--- src/source/audio_level_params.svh ---
`ifndef AUDIO_LEVEL_PARAMS_SVH
`define AUDIO_LEVEL_PARAMS_SVH

// clk cycles per half period of the I2S bit clock
`define I2S_CLK_DIV 4

// serial bits per frame, the signed sample sits in the first nine
`define I2S_FRAME_BITS 32

// number of magnitudes the sample FIFO can hold
`define SAMPLE_FIFO_DEPTH 8

// consumed samples per peak report
`define METER_WINDOW 4

`endif

--- src/source/audio_level_pkg.sv ---
`default_nettype none

`include "audio_level_params.svh"

package audio_level_pkg;

    typedef logic [7:0] sample_mag_t;                               // saturated unsigned magnitude

    typedef logic [$clog2(`I2S_FRAME_BITS)-1:0] frame_bit_t;        // bit position inside a frame

    typedef logic signed [8:0] raw_sample_t;                        // two's complement head of a frame

    typedef logic [3:0] window_count_t;                             // samples seen in a meter window

endpackage

`default_nettype wire

--- src/source/i2s_clock_gen.sv ---
`default_nettype none

`include "audio_level_params.svh"

module i2s_clock_gen (
    input  wire  clk,
    input  wire  rst,
    output logic sclk,
    output logic sclk_rise,
    output logic sclk_fall
);

    localparam int div_w = $clog2(`I2S_CLK_DIV);
    localparam logic [div_w-1:0] div_last = div_w'(`I2S_CLK_DIV - 1);

    logic [div_w-1:0] div_cnt;
    logic [div_w-1:0] div_cnt_n;
    logic             sclk_n;
    logic             sclk_q;                                       // sclk delayed by one clk

    always_ff @(posedge clk or posedge rst) begin
        if (rst) begin
            div_cnt <= '0;
            sclk    <= 1'b0;
            sclk_q  <= 1'b0;
        end else begin
            div_cnt <= div_cnt_n;
            sclk    <= sclk_n;
            sclk_q  <= sclk;
        end
    end

    always_comb begin
        div_cnt_n = div_cnt + 1'b1;
        sclk_n    = sclk;
        if (div_cnt == div_last) begin                              // half period done, flip the bit clock
            div_cnt_n = '0;
            sclk_n    = ~sclk;
        end
    end

    // sclk changed at the last clk edge but the delayed copy has not caught up yet
    assign sclk_rise = sclk & ~sclk_q;
    assign sclk_fall = ~sclk & sclk_q;

endmodule

`default_nettype wire

--- src/source/i2s_sample_receiver.sv ---
`default_nettype none

`include "audio_level_params.svh"

module i2s_sample_receiver (
    input  wire                         clk,
    input  wire                         rst,
    input  wire                         sclk_rise,
    input  wire                         sclk_fall,
    input  wire                         adc_sdata,
    output logic                        ws,
    output audio_level_pkg::sample_mag_t sample_mag,
    output logic                        sample_valid
);

    import audio_level_pkg::*;

    localparam frame_bit_t last_bit = frame_bit_t'(`I2S_FRAME_BITS - 1);

    frame_bit_t                 bit_cnt;
    frame_bit_t                 bit_cnt_n;
    logic [`I2S_FRAME_BITS-1:0] shift_q;                            // msb first, oldest bit on the left
    logic [`I2S_FRAME_BITS-1:0] shift_n;
    logic                       ws_n;
    logic                       sample_valid_n;
    sample_mag_t                sample_mag_n;
    raw_sample_t                raw_sample;
    logic [8:0]                 raw_abs;
    sample_mag_t                mag_sat;

    // on the strobe of the last bit, frame bits 0..8 sit just below the top of the register
    assign raw_sample = shift_q[`I2S_FRAME_BITS-2 -: $bits(raw_sample_t)];

    // absolute value in nine bits, only -256 needs the ninth bit
    assign raw_abs = raw_sample[8] ? (~raw_sample) + 1'b1 : raw_sample;
    assign mag_sat = raw_abs[8] ? 8'hff : raw_abs[7:0];

    always_ff @(posedge clk or posedge rst) begin
        if (rst) begin
            bit_cnt      <= '0;
            ws           <= 1'b0;
            sample_valid <= 1'b0;
        end else begin
            bit_cnt      <= bit_cnt_n;
            ws           <= ws_n;
            sample_valid <= sample_valid_n;
        end
    end

    always_ff @(posedge clk) begin
        shift_q    <= shift_n;
        sample_mag <= sample_mag_n;
    end

    always_comb begin
        bit_cnt_n      = bit_cnt;
        shift_n        = shift_q;
        ws_n           = ws;
        sample_mag_n   = sample_mag;
        sample_valid_n = 1'b0;
        if (sclk_rise) begin
            shift_n   = {shift_q[`I2S_FRAME_BITS-2:0], adc_sdata};
            bit_cnt_n = (bit_cnt == last_bit) ? '0 : bit_cnt + 1'b1;
            if (bit_cnt == last_bit) begin                          // last bit of the frame, publish the head sample
                sample_mag_n   = mag_sat;
                sample_valid_n = 1'b1;
            end
        end else if (sclk_fall && bit_cnt == '0) begin
            // a zero count at a falling edge only happens right after the last bit
            ws_n = ~ws;
        end
    end

    // a sample leaves only in the cycle after the counter wrapped on a rising strobe
    assert property (@(posedge clk) disable iff (rst)
        sample_valid |-> (bit_cnt == '0) && $past(sclk_rise))
        else $error("sample_valid raised without a frame wrap");

endmodule

`default_nettype wire

--- src/source/sample_fifo.sv ---
`default_nettype none

`include "audio_level_params.svh"

module sample_fifo (
    input  wire                          clk,
    input  wire                          rst,
    input  wire                          wr,
    input  wire audio_level_pkg::sample_mag_t wr_data,
    input  wire                          pop,
    output audio_level_pkg::sample_mag_t head_mag,
    output logic                         fifo_empty,
    output logic                         overflow
);

    import audio_level_pkg::*;

    localparam int ptr_w   = $clog2(`SAMPLE_FIFO_DEPTH);
    localparam int count_w = $clog2(`SAMPLE_FIFO_DEPTH + 1);
    localparam logic [ptr_w-1:0]   ptr_last = ptr_w'(`SAMPLE_FIFO_DEPTH - 1);
    localparam logic [count_w-1:0] depth    = count_w'(`SAMPLE_FIFO_DEPTH);

    sample_mag_t        mem [`SAMPLE_FIFO_DEPTH];
    logic [ptr_w-1:0]   wr_ptr;
    logic [ptr_w-1:0]   rd_ptr;
    logic [count_w-1:0] count;                                      // entries currently stored
    logic               full;
    logic               wr_accept;

    assign full       = (count == depth);
    assign fifo_empty = (count == '0);
    assign wr_accept  = wr & ~full;                                 // a write into a full buffer is lost
    assign head_mag   = mem[rd_ptr];

    always_ff @(posedge clk) begin
        if (wr_accept) begin
            mem[wr_ptr] <= wr_data;
        end
    end

    always_ff @(posedge clk or posedge rst) begin
        if (rst) begin
            wr_ptr   <= '0;
            rd_ptr   <= '0;
            count    <= '0;
            overflow <= 1'b0;
        end else begin
            if (wr_accept) begin
                wr_ptr <= (wr_ptr == ptr_last) ? '0 : wr_ptr + 1'b1;
            end
            if (pop) begin
                rd_ptr <= (rd_ptr == ptr_last) ? '0 : rd_ptr + 1'b1;
            end
            case ({wr_accept, pop})
                2'b10:   count <= count + 1'b1;
                2'b01:   count <= count - 1'b1;
                default: count <= count;                            // both or neither leave the level alone
            endcase
            if (wr && full) begin
                overflow <= 1'b1;                                   // stays set until reset
            end
        end
    end

    // the meter has to look at fifo_empty before it pops
    assert property (@(posedge clk) disable iff (rst) pop |-> !fifo_empty)
        else $error("pop while the FIFO is empty");

    assert property (@(posedge clk) disable iff (rst) count <= depth)
        else $error("FIFO occupancy above its depth");

endmodule

`default_nettype wire

--- src/source/peak_level_meter.sv ---
`default_nettype none

`include "audio_level_params.svh"

module peak_level_meter (
    input  wire                               clk,
    input  wire                               rst,
    input  wire                               fifo_empty,
    input  wire audio_level_pkg::sample_mag_t head_mag,
    input  wire                               meter_hold,
    output logic                              pop,
    output audio_level_pkg::sample_mag_t      peak_level,
    output logic                              peak_valid
);

    import audio_level_pkg::*;

    localparam window_count_t window_last = window_count_t'(`METER_WINDOW - 1);

    sample_mag_t   run_max;                                         // largest magnitude so far in this window
    sample_mag_t   run_max_n;
    sample_mag_t   new_max;
    sample_mag_t   peak_level_n;
    window_count_t win_cnt;
    window_count_t win_cnt_n;
    logic          pop_n;
    logic          peak_valid_n;

    assign new_max = (head_mag > run_max) ? head_mag : run_max;

    always_ff @(posedge clk or posedge rst) begin
        if (rst) begin
            pop        <= 1'b0;
            run_max    <= '0;
            win_cnt    <= '0;
            peak_level <= '0;
            peak_valid <= 1'b0;
        end else begin
            pop        <= pop_n;
            run_max    <= run_max_n;
            win_cnt    <= win_cnt_n;
            peak_level <= peak_level_n;
            peak_valid <= peak_valid_n;
        end
    end

    always_comb begin
        // skip the cycle after a pop so fifo_empty has settled
        pop_n        = ~fifo_empty & ~meter_hold & ~pop;
        run_max_n    = run_max;
        win_cnt_n    = win_cnt;
        peak_level_n = peak_level;
        peak_valid_n = 1'b0;
        if (pop) begin                                              // head_mag is the entry being removed
            if (win_cnt == window_last) begin
                peak_level_n = new_max;
                peak_valid_n = 1'b1;
                run_max_n    = '0;
                win_cnt_n    = '0;
            end else begin
                run_max_n = new_max;
                win_cnt_n = win_cnt + 1'b1;
            end
        end
    end

endmodule

`default_nettype wire

--- src/source/audio_level_top.sv ---
`default_nettype none

module audio_level_top (
    input  wire                          clk,
    input  wire                          rst,
    input  wire                          adc_sdata,
    input  wire                          meter_hold,
    output logic                         sclk,
    output logic                         ws,
    output audio_level_pkg::sample_mag_t peak_level,
    output logic                         peak_valid,
    output logic                         overflow
);

    import audio_level_pkg::*;

    logic        sclk_rise;
    logic        sclk_fall;
    logic        sample_valid;
    sample_mag_t sample_mag;
    logic        fifo_empty;
    logic        pop;
    sample_mag_t head_mag;

    i2s_clock_gen clock_gen_i (
        .clk       (clk),
        .rst       (rst),
        .sclk      (sclk),
        .sclk_rise (sclk_rise),
        .sclk_fall (sclk_fall)
    );

    i2s_sample_receiver receiver_i (
        .clk          (clk),
        .rst          (rst),
        .sclk_rise    (sclk_rise),
        .sclk_fall    (sclk_fall),
        .adc_sdata    (adc_sdata),
        .ws           (ws),
        .sample_mag   (sample_mag),
        .sample_valid (sample_valid)
    );

    sample_fifo fifo_i (
        .clk        (clk),
        .rst        (rst),
        .wr         (sample_valid),
        .wr_data    (sample_mag),
        .pop        (pop),
        .head_mag   (head_mag),
        .fifo_empty (fifo_empty),
        .overflow   (overflow)
    );

    peak_level_meter meter_i (
        .clk        (clk),
        .rst        (rst),
        .fifo_empty (fifo_empty),
        .head_mag   (head_mag),
        .meter_hold (meter_hold),
        .pop        (pop),
        .peak_level (peak_level),
        .peak_valid (peak_valid)
    );

endmodule

`default_nettype wire

--- config.mk ---
export PLATFORM = sky130hd
export DESIGN_NAME = audio_level_top
export DESIGN_NICKNAME = d
export VERILOG_FILES = /design/src/source/audio_level_pkg.sv /design/src/source/i2s_clock_gen.sv /design/src/source/i2s_sample_receiver.sv /design/src/source/sample_fifo.sv /design/src/source/peak_level_meter.sv /design/src/source/audio_level_top.sv
export VERILOG_INCLUDE_DIRS = /design/src /design/src/source
export SDC_FILE = /design/constraint.sdc
export NUM_CORES = 1
export LEC_CHECK = 0
export ABC_AREA = 1
export BUFFER_PORTS_ARGS = -buffer_cell sky130_fd_sc_hd__buf_4
export CORE_MARGIN = 5
export CORE_UTILIZATION = 50
export CTS_BUF_LIST = sky130_fd_sc_hd__clkbuf_16
export DETAILED_ROUTE_END_ITERATION = 8
export HOLD_SLACK_MARGIN = 0.08
export MAX_ROUTING_LAYER = met4
export PLACE_DENSITY = 0.66
export SLEW_MARGIN = 20
export SYNTH_ARGS = -nofsm -noshare
export SYNTH_HDL_FRONTEND = slang
export SYNTH_SLANG_ARGS = --single-unit
--- constraint.sdc ---
create_clock -name clk -period 2.86 [get_ports clk]
set_input_delay 0.572 -clock clk [delete_from_list [all_inputs] [get_ports clk]]
set_output_delay 0.572 -clock clk [all_outputs]
set_load 0.05 [all_outputs]
==> impl_metrics.env, run 1 <==
export IMPL_cts_tree="yes"
export IMPL_path_class="reg -> reg"
export IMPL_tightest_slew_ps=929
export IMPL_cp_end_kind="register"
export IMPL_grtUsageTotal_pct=16.9
export IMPL_cp_num_buf_inv=2
export IMPL_maxCapViolations=0
export IMPL_drtPass1Iterations=6
export IMPL_synth_nets=640
export IMPL_drt_iter0_drc=293
export IMPL_cts_root_buf="clkbuf_16"
export IMPL_arrival_ps=2770
export IMPL_initial_core_util_pct=51.4
export IMPL_grt_pass1_wl_um=18900
export IMPL_detailed_place_hpwl_um=7570
export IMPL_die_h_um=124
export IMPL_finalSetupViolations=0
export IMPL_grt_overflow=0
export IMPL_clk_latency_ps=420
export IMPL_cts_made_buffers=17
export IMPL_yosysTopAreaCell="edfxtp_1"
export IMPL_yosys_warnings=0
export IMPL_vias_per_cell=4.97
export IMPL_grt_max_degree=45
export IMPL_timing_final_crit_share_pct=86.3
export IMPL_synth_seq_cells=147
export IMPL_yosysUniqueCellTypes=37
export IMPL_drt_wl_total_um=11500
export IMPL_globalplace_congestion=0.898
export IMPL_vias=4124
export IMPL_ctsHoldBuffers=0
export IMPL_fin_skew_ps=5.41
export IMPL_p_leak_nw=3.33
export IMPL_dieArea_sq_um=15400
export IMPL_fin_area_sq_um=7360
export IMPL_powerDensity_nw_per_um2=934
export IMPL_share_comb_of_total_power_pct=32.0
export IMPL_drc_errors=0
export IMPL_crit_slowest_cell="dfrtp_1"
export IMPL_ant_nets=0
export IMPL_final_nets=672
export IMPL_postCtsResizedCells=0
export IMPL_status="complete, no violations"
export IMPL_crit_chain="buf_4 -> nand3_1 -> nand3_1 -> nand2_1 -> inv_1 -> ha_1 -> a21oi_1 -> nor2_1 -> nor2_1 -> nand2_2 -> nand2_2 -> nand2_1 -> nand3_1 -> nand2_1"
export IMPL_cp_slowest_stage_delay_ps=560
export IMPL_worst_setup_path_start_kind="register"
export IMPL_most_common_layout_cells="nand2_1 (146), inv_1 (117), edfxtp_1 (103)"
export IMPL_path_clk_slew_ps=60
export IMPL_layout_drive_gt1_share_pct=11.4
export IMPL_grt_pass1_vias=3976
export IMPL_netlist_area_sq_um=6510
export IMPL_max_freq_mhz=405
export IMPL_avgSynthCellArea_sq_um=10.6
export IMPL_setup_tns_ps=0
export IMPL_synth_area_leaders="edfxtp_1 (48%), dfrtp_1 (17%), nand2_1 (8.4%)"
export IMPL_crit_family="simple AND/OR/NAND/NOR gates"
export IMPL_cts_buffer_depth=2
export IMPL_die_width_um=124
export IMPL_finalMaxSlewViolations=0
export IMPL_synth_top_area_share_pct=47.5
export IMPL_power_switching_w=0.00245
export IMPL_hold_path_class="in -> reg"
export IMPL_antenna_found_initial=0
export IMPL_ir_drop_mv=0.564
export IMPL_port_buffers=15
export IMPL_ios=16
export IMPL_row_count=41
export IMPL_cts_max_level=4
export IMPL_diodes=0
export IMPL_drt_wirelength_per_cell_um=13.8
export IMPL_cts_sinks=147
export IMPL_cp_max_fo=10
export IMPL_seq_power_share_pct=38.1
export IMPL_core_region_area_sq_um=12700
export IMPL_slew_headroom_pct=37.8
export IMPL_timing_hold_violations_final=0
export IMPL_swShare_pct=35.6
export IMPL_final_common_cell="nand2_1"
export IMPL_syn_to_final_growth_pct=13.1
export IMPL_power_frac_clock_pct=30.0
export IMPL_post_dp_cell_area_sq_um=6810
export IMPL_layout_min_cycle_time_ps=2470
export IMPL_rsz0062_at_grt="no"
export IMPL_crit_required_ps=3160
export IMPL_synth_cells=614
export IMPL_fill_cells=1043
export IMPL_power_internal_w=0.00443
export IMPL_ys_seq_area_share_pct=64.4
export IMPL_post_cts_buffers=0
==> per-layer routing <==
layer  vias to the layer above  track usage (%)  wire length [um]
li1                       2054                -                 -
met1                      1958             20.6              5210
met2                        98             26.6              5560
met3                        14             5.36               495
met4                         0             6.57               210
met5                         -                -                 0
==> per-stage QoR <==
stage	util, %	setup slack, ps	hold slack (ps)	power, W	instances
2_1_floorplan	-	76.2	400	0.00440	614
3_3_place_gp	53.7	497	405	0.00476	799
3_5_place_dp	53.7	437	405	0.00484	799
4_1_cts	58.1	417	284	0.00691	830
5_1_grt	58.1	165	281	0.00736	830
6_report	58.1	391	301	0.00688	830
==> layout make-up <==
cell class | count | area (sq um) | area share (%)
Clock buffer | 17 | 425 | 5.78
Clock inverter | 14 | 128 | 1.73
Multi-Input combinational cell | 335 | 1750 | 23.7
Timing Repair Buffer | 27 | 203 | 2.75
Inverter | 118 | 450 | 6.12
Tap cell | 172 | 215 | 2.92
Sequential cell | 147 | 4190 | 57.0
==> synthesized netlist by cell type, drive strengths merged <==
library cell  number
nor2              22
nand2            155
o21bai             1
dfrtp             44
fa                 1
edfxtp           103
a311oi             1
a21o               1
clkinv             1
o21a               2
nand3             88
nor3               2
xnor2              2
buf               13
ha                21
or3                1
xor2               5
clkbuf             1
a21oi              8
nand4              3
o22ai              1
o211ai             1
o21ai             15
inv              117
a31oi              2
or2                3
==> logic make-up after synthesis <==
| group | count (synthesis) | synth area share (%) |
|---|---|---|
| xor+xnor | 7 | 0.942 |
| fa+ha+maj | 22 | 4.35 |
| compound gates | 32 | 3.10 |
| buf+inv | 132 | 8.73 |
| flops | 147 | 64.4 |
| simple gates | 274 | 18.4 |
==> worst register-to-register path: stages, from the launching register on <==
cell	delay, ps
dfrtp_1	560
buf_4	270
nand3_1	120
nand3_1	100
nand2_1	90
inv_1	70
ha_1	240
a21oi_1	190
nor2_1	60
nor2_1	110
nand2_2	140
nand2_2	170
nand2_1	100
nand3_1	90
nand2_1	70
==> power groups by stage <==
stage                     combinational, W  sequential [W]  clock (W)
after floorplan                    0.00163         0.00277          0
after global placement             0.00212         0.00265          0
after detailed placement           0.00219         0.00265          0
after CTS                          0.00220         0.00262    0.00210
after global routing               0.00252         0.00264    0.00220
final                              0.00220         0.00262    0.00206
==> path summary, 6_finish.rpt <==
path	depth (start not counted)	startpoint	to	slack, ps
max	14	fifo_i.rd_ptr[1]	meter_i.run_max[5]	390
min	2	meter_hold	meter_i.pop	300
max reg2reg	14	fifo_i.rd_ptr[1]	meter_i.run_max[5]	390
min reg2reg	0	receiver_i.shift_q[13]	receiver_i.shift_q[14]	420
max in group asynchronous	2	rst	meter_i.peak_level[4]	1920
min in group asynchronous	2	rst	fifo_i.overflow	360
==> state kept, by name (all words and copies together), names as in the netlist, 2 cells and up <==
name and count:
receiver_i.bit_cnt 5, fifo_i.mem 64, fifo_i.wr_ptr 3, receiver_i.shift_q 31
meter_i.win_cnt 4, clock_gen_i.div_cnt 2, fifo_i.rd_ptr 3, fifo_i.count 4
meter_i.run_max 8, meter_i.peak_level 8, receiver_i.sample_mag 8
Power figures use the tool's default switching activity.
==> run 2, diff against run 1 <==
- CORE_UTILIZATION: 50 -> 40
- PLACE_DENSITY: 0.66 -> not set
==> impl_metrics.env, run 2 (same netlist as run 1, synthesis figures left out) <==
export IMPL_grt_pass1_vias=4119
export IMPL_detailed_place_hpwl_um=8030
export IMPL_drt_iter0_drc=337
export IMPL_fill_cells=1413
export IMPL_power_internal_w=0.00446
export IMPL_multiInputGateArea_sq_um=1750
export IMPL_rsz0062_at_grt="no"
export IMPL_rr_endpoint="meter_i.run_max[2]"
export IMPL_layout_min_cycle_time_ps=2480
export IMPL_drt_wl_total_um=12100
export IMPL_drtPass1Iterations=5
export IMPL_powerDensity_nw_per_um2=936
export IMPL_cp_max_fo=10
export IMPL_antenna_found_initial=0
export IMPL_seq_power_share_pct=37.4
export IMPL_globalplace_congestion=0.869
export IMPL_slew_headroom_pct=36.5
export IMPL_regToRegSetupSlack_ps=380
export IMPL_power_switching_w=0.00252
export IMPL_cp_slowest_stage_delay_ps=520
export IMPL_core_region_area_sq_um=15900
export IMPL_share_comb_of_total_power_pct=31.3
export IMPL_postCtsResizedCells=0
export IMPL_seq_area_sq_um=4190
export IMPL_drc_errors=0
export IMPL_worstHoldPathCells=2
export IMPL_cts_max_level=4
export IMPL_largestRegisters="fifo_i.mem (64), receiver_i.shift_q (31)"
export IMPL_most_common_layout_cells="nand2_1 (146), inv_1 (114), edfxtp_1 (103)"
export IMPL_vias_per_cell=4.79
export IMPL_finalMaxSlewViolations=0
export IMPL_cts_root_buf="clkbuf_16"
export IMPL_hold_end="meter_i.pop"
export IMPL_cp_common_cell="nand2_1"
export IMPL_finalSetupViolations=0
export IMPL_path_clk_slew_ps=60
export IMPL_grtUsageTotal_pct=14.4
export IMPL_initial_core_util_pct=40.8
export IMPL_cts_tree="yes"
export IMPL_ios=16
export IMPL_swShare_pct=36.1
export IMPL_maxCapViolations=0
export IMPL_ir_drop_mv=0.494
export IMPL_cts_buffer_depth=2
export IMPL_power_frac_clock_pct=31.2
export IMPL_clk_latency_ps=430
export IMPL_tightest_slew_ps=951
export IMPL_timing_hold_violations_final=0
export IMPL_fin_util_pct=46.7
export IMPL_syn_to_final_growth_pct=14.5
export IMPL_grt_overflow=0
export IMPL_crit_required_ps=3170
export IMPL_regMostFlops="fifo_i.mem"
export IMPL_p_leak_nw=3.33
export IMPL_row_count=46
export IMPL_die_width_um=138
export IMPL_ctsHoldBuffers=0
export IMPL_port_buffers=15
export IMPL_cp_end_kind="register"
export IMPL_status="complete, no violations"
export IMPL_fin_skew_ps=7.71
export IMPL_final_common_cell="nand2_1"
export IMPL_vias=4195
export IMPL_rr_worst_depth=13
export IMPL_reg2reg_from="fifo_i.rd_ptr[1]"
export IMPL_worst_setup_path_start_kind="register"
export IMPL_crit_chain="buf_4 -> nand3_1 -> nand3_1 -> nand2_1 -> inv_1 -> ha_1 -> nand2_1 -> nor2_2 -> nand4_2 -> nand2_2 -> nand2_1 -> nand3_1 -> nand2_1"
export IMPL_cts_made_buffers=17
export IMPL_setup_tns_ps=0
export IMPL_die_h_um=138
export IMPL_min_delay_start="meter_hold"
export IMPL_post_cts_buffers=0
export IMPL_startpoint="fifo_i.rd_ptr[1]"
export IMPL_timing_final_crit_share_pct=86.8
export IMPL_cts_sinks=147
export IMPL_dieArea_sq_um=18900
export IMPL_crit_slowest_cell="dfrtp_1"
export IMPL_max_freq_mhz=403
export IMPL_largest_reg_flops=64
export IMPL_layout_drive_gt1_share_pct=12.3
export IMPL_grt_pass1_wl_um=20200
export IMPL_diodes=0
export IMPL_final_nets=673
export IMPL_ant_nets=0
export IMPL_grt_max_degree=45
export IMPL_arrival_ps=2790
export IMPL_path_class="reg -> reg"
export IMPL_hold_path_class="in -> reg"
export IMPL_drt_wirelength_per_cell_um=13.8
## run 2: changes by cell type in the layout (fill, tap and decap cells not counted)
cell | before | now
inv_6 | 1 | 5
inv_1 | 117 | 114
clkinv_4 | 3 | 1
clkinvlp_4 | 2 | 4
buf_4 | 27 | 28
clkinv_1 | 3 | 2
inv_8 | 0 | 1
## run 2: worst max path at each step
stage,end
2_1_floorplan,receiver_i.sample_mag[0]
3_3_place_gp,meter_i.run_max[6]
3_5_place_dp,meter_i.peak_level[4]
4_1_cts,meter_i.run_max[2]
5_1_grt,meter_i.peak_level[4]
6_report,meter_i.run_max[2]
## run 2: area by class of cell
class / instances / share of cell area, %
clock inverters: 15 / 2.10
multi-input cells: 335 / 23.4
clock buffers: 17 / 5.71
flip-flops and latches: 147 / 56.3
repair buffers: 28 / 2.82
inverters: 118 / 6.04
well taps: 216 / 3.63
## run 2: metrics by stage
stage | instances | total power [W] | setup slack [ps] | hold slack [ps] | instance area (sq um)
2_1_floorplan | 614 | 0.00440 | 76.2 | 400 | 6510
3_3_place_gp | 844 | 0.00473 | 529 | 403 | 6870
3_5_place_dp | 844 | 0.00483 | 412 | 405 | 6870
4_1_cts | 876 | 0.00703 | 385 | 273 | 7450
5_1_grt | 876 | 0.00747 | 131 | 281 | 7450
6_report | 876 | 0.00698 | 378 | 294 | 7450
## run 2: power by group through the flow
stage	Combinational, W	Sequential (W)	Clock [W]
floorplan	0.00163	0.00277	0
global placement	0.00208	0.00264	0
detailed placement	0.00217	0.00265	0
CTS	0.00219	0.00261	0.00223
global route	0.00249	0.00264	0.00234
finish	0.00219	0.00261	0.00218
## run 2: per-layer routing
layer	wire (um)	vias to the layer above	part of all wire (%)	global-route usage, %
met5	0	-	0	-
met3	539	20	4.5	3.94
li1	-	2066	-	-
met2	5910	97	49	22.0
met4	166	0	1.4	5.32
met1	5450	2012	45	18.4
## run 2: critical path, delay by kind of cell, from the launching register on
family | cells | cell delay [ps]
buf+inv | 2 | 300
simple gates | 10 | 1270
flops | 1 | 520
fa+ha+maj | 1 | 270
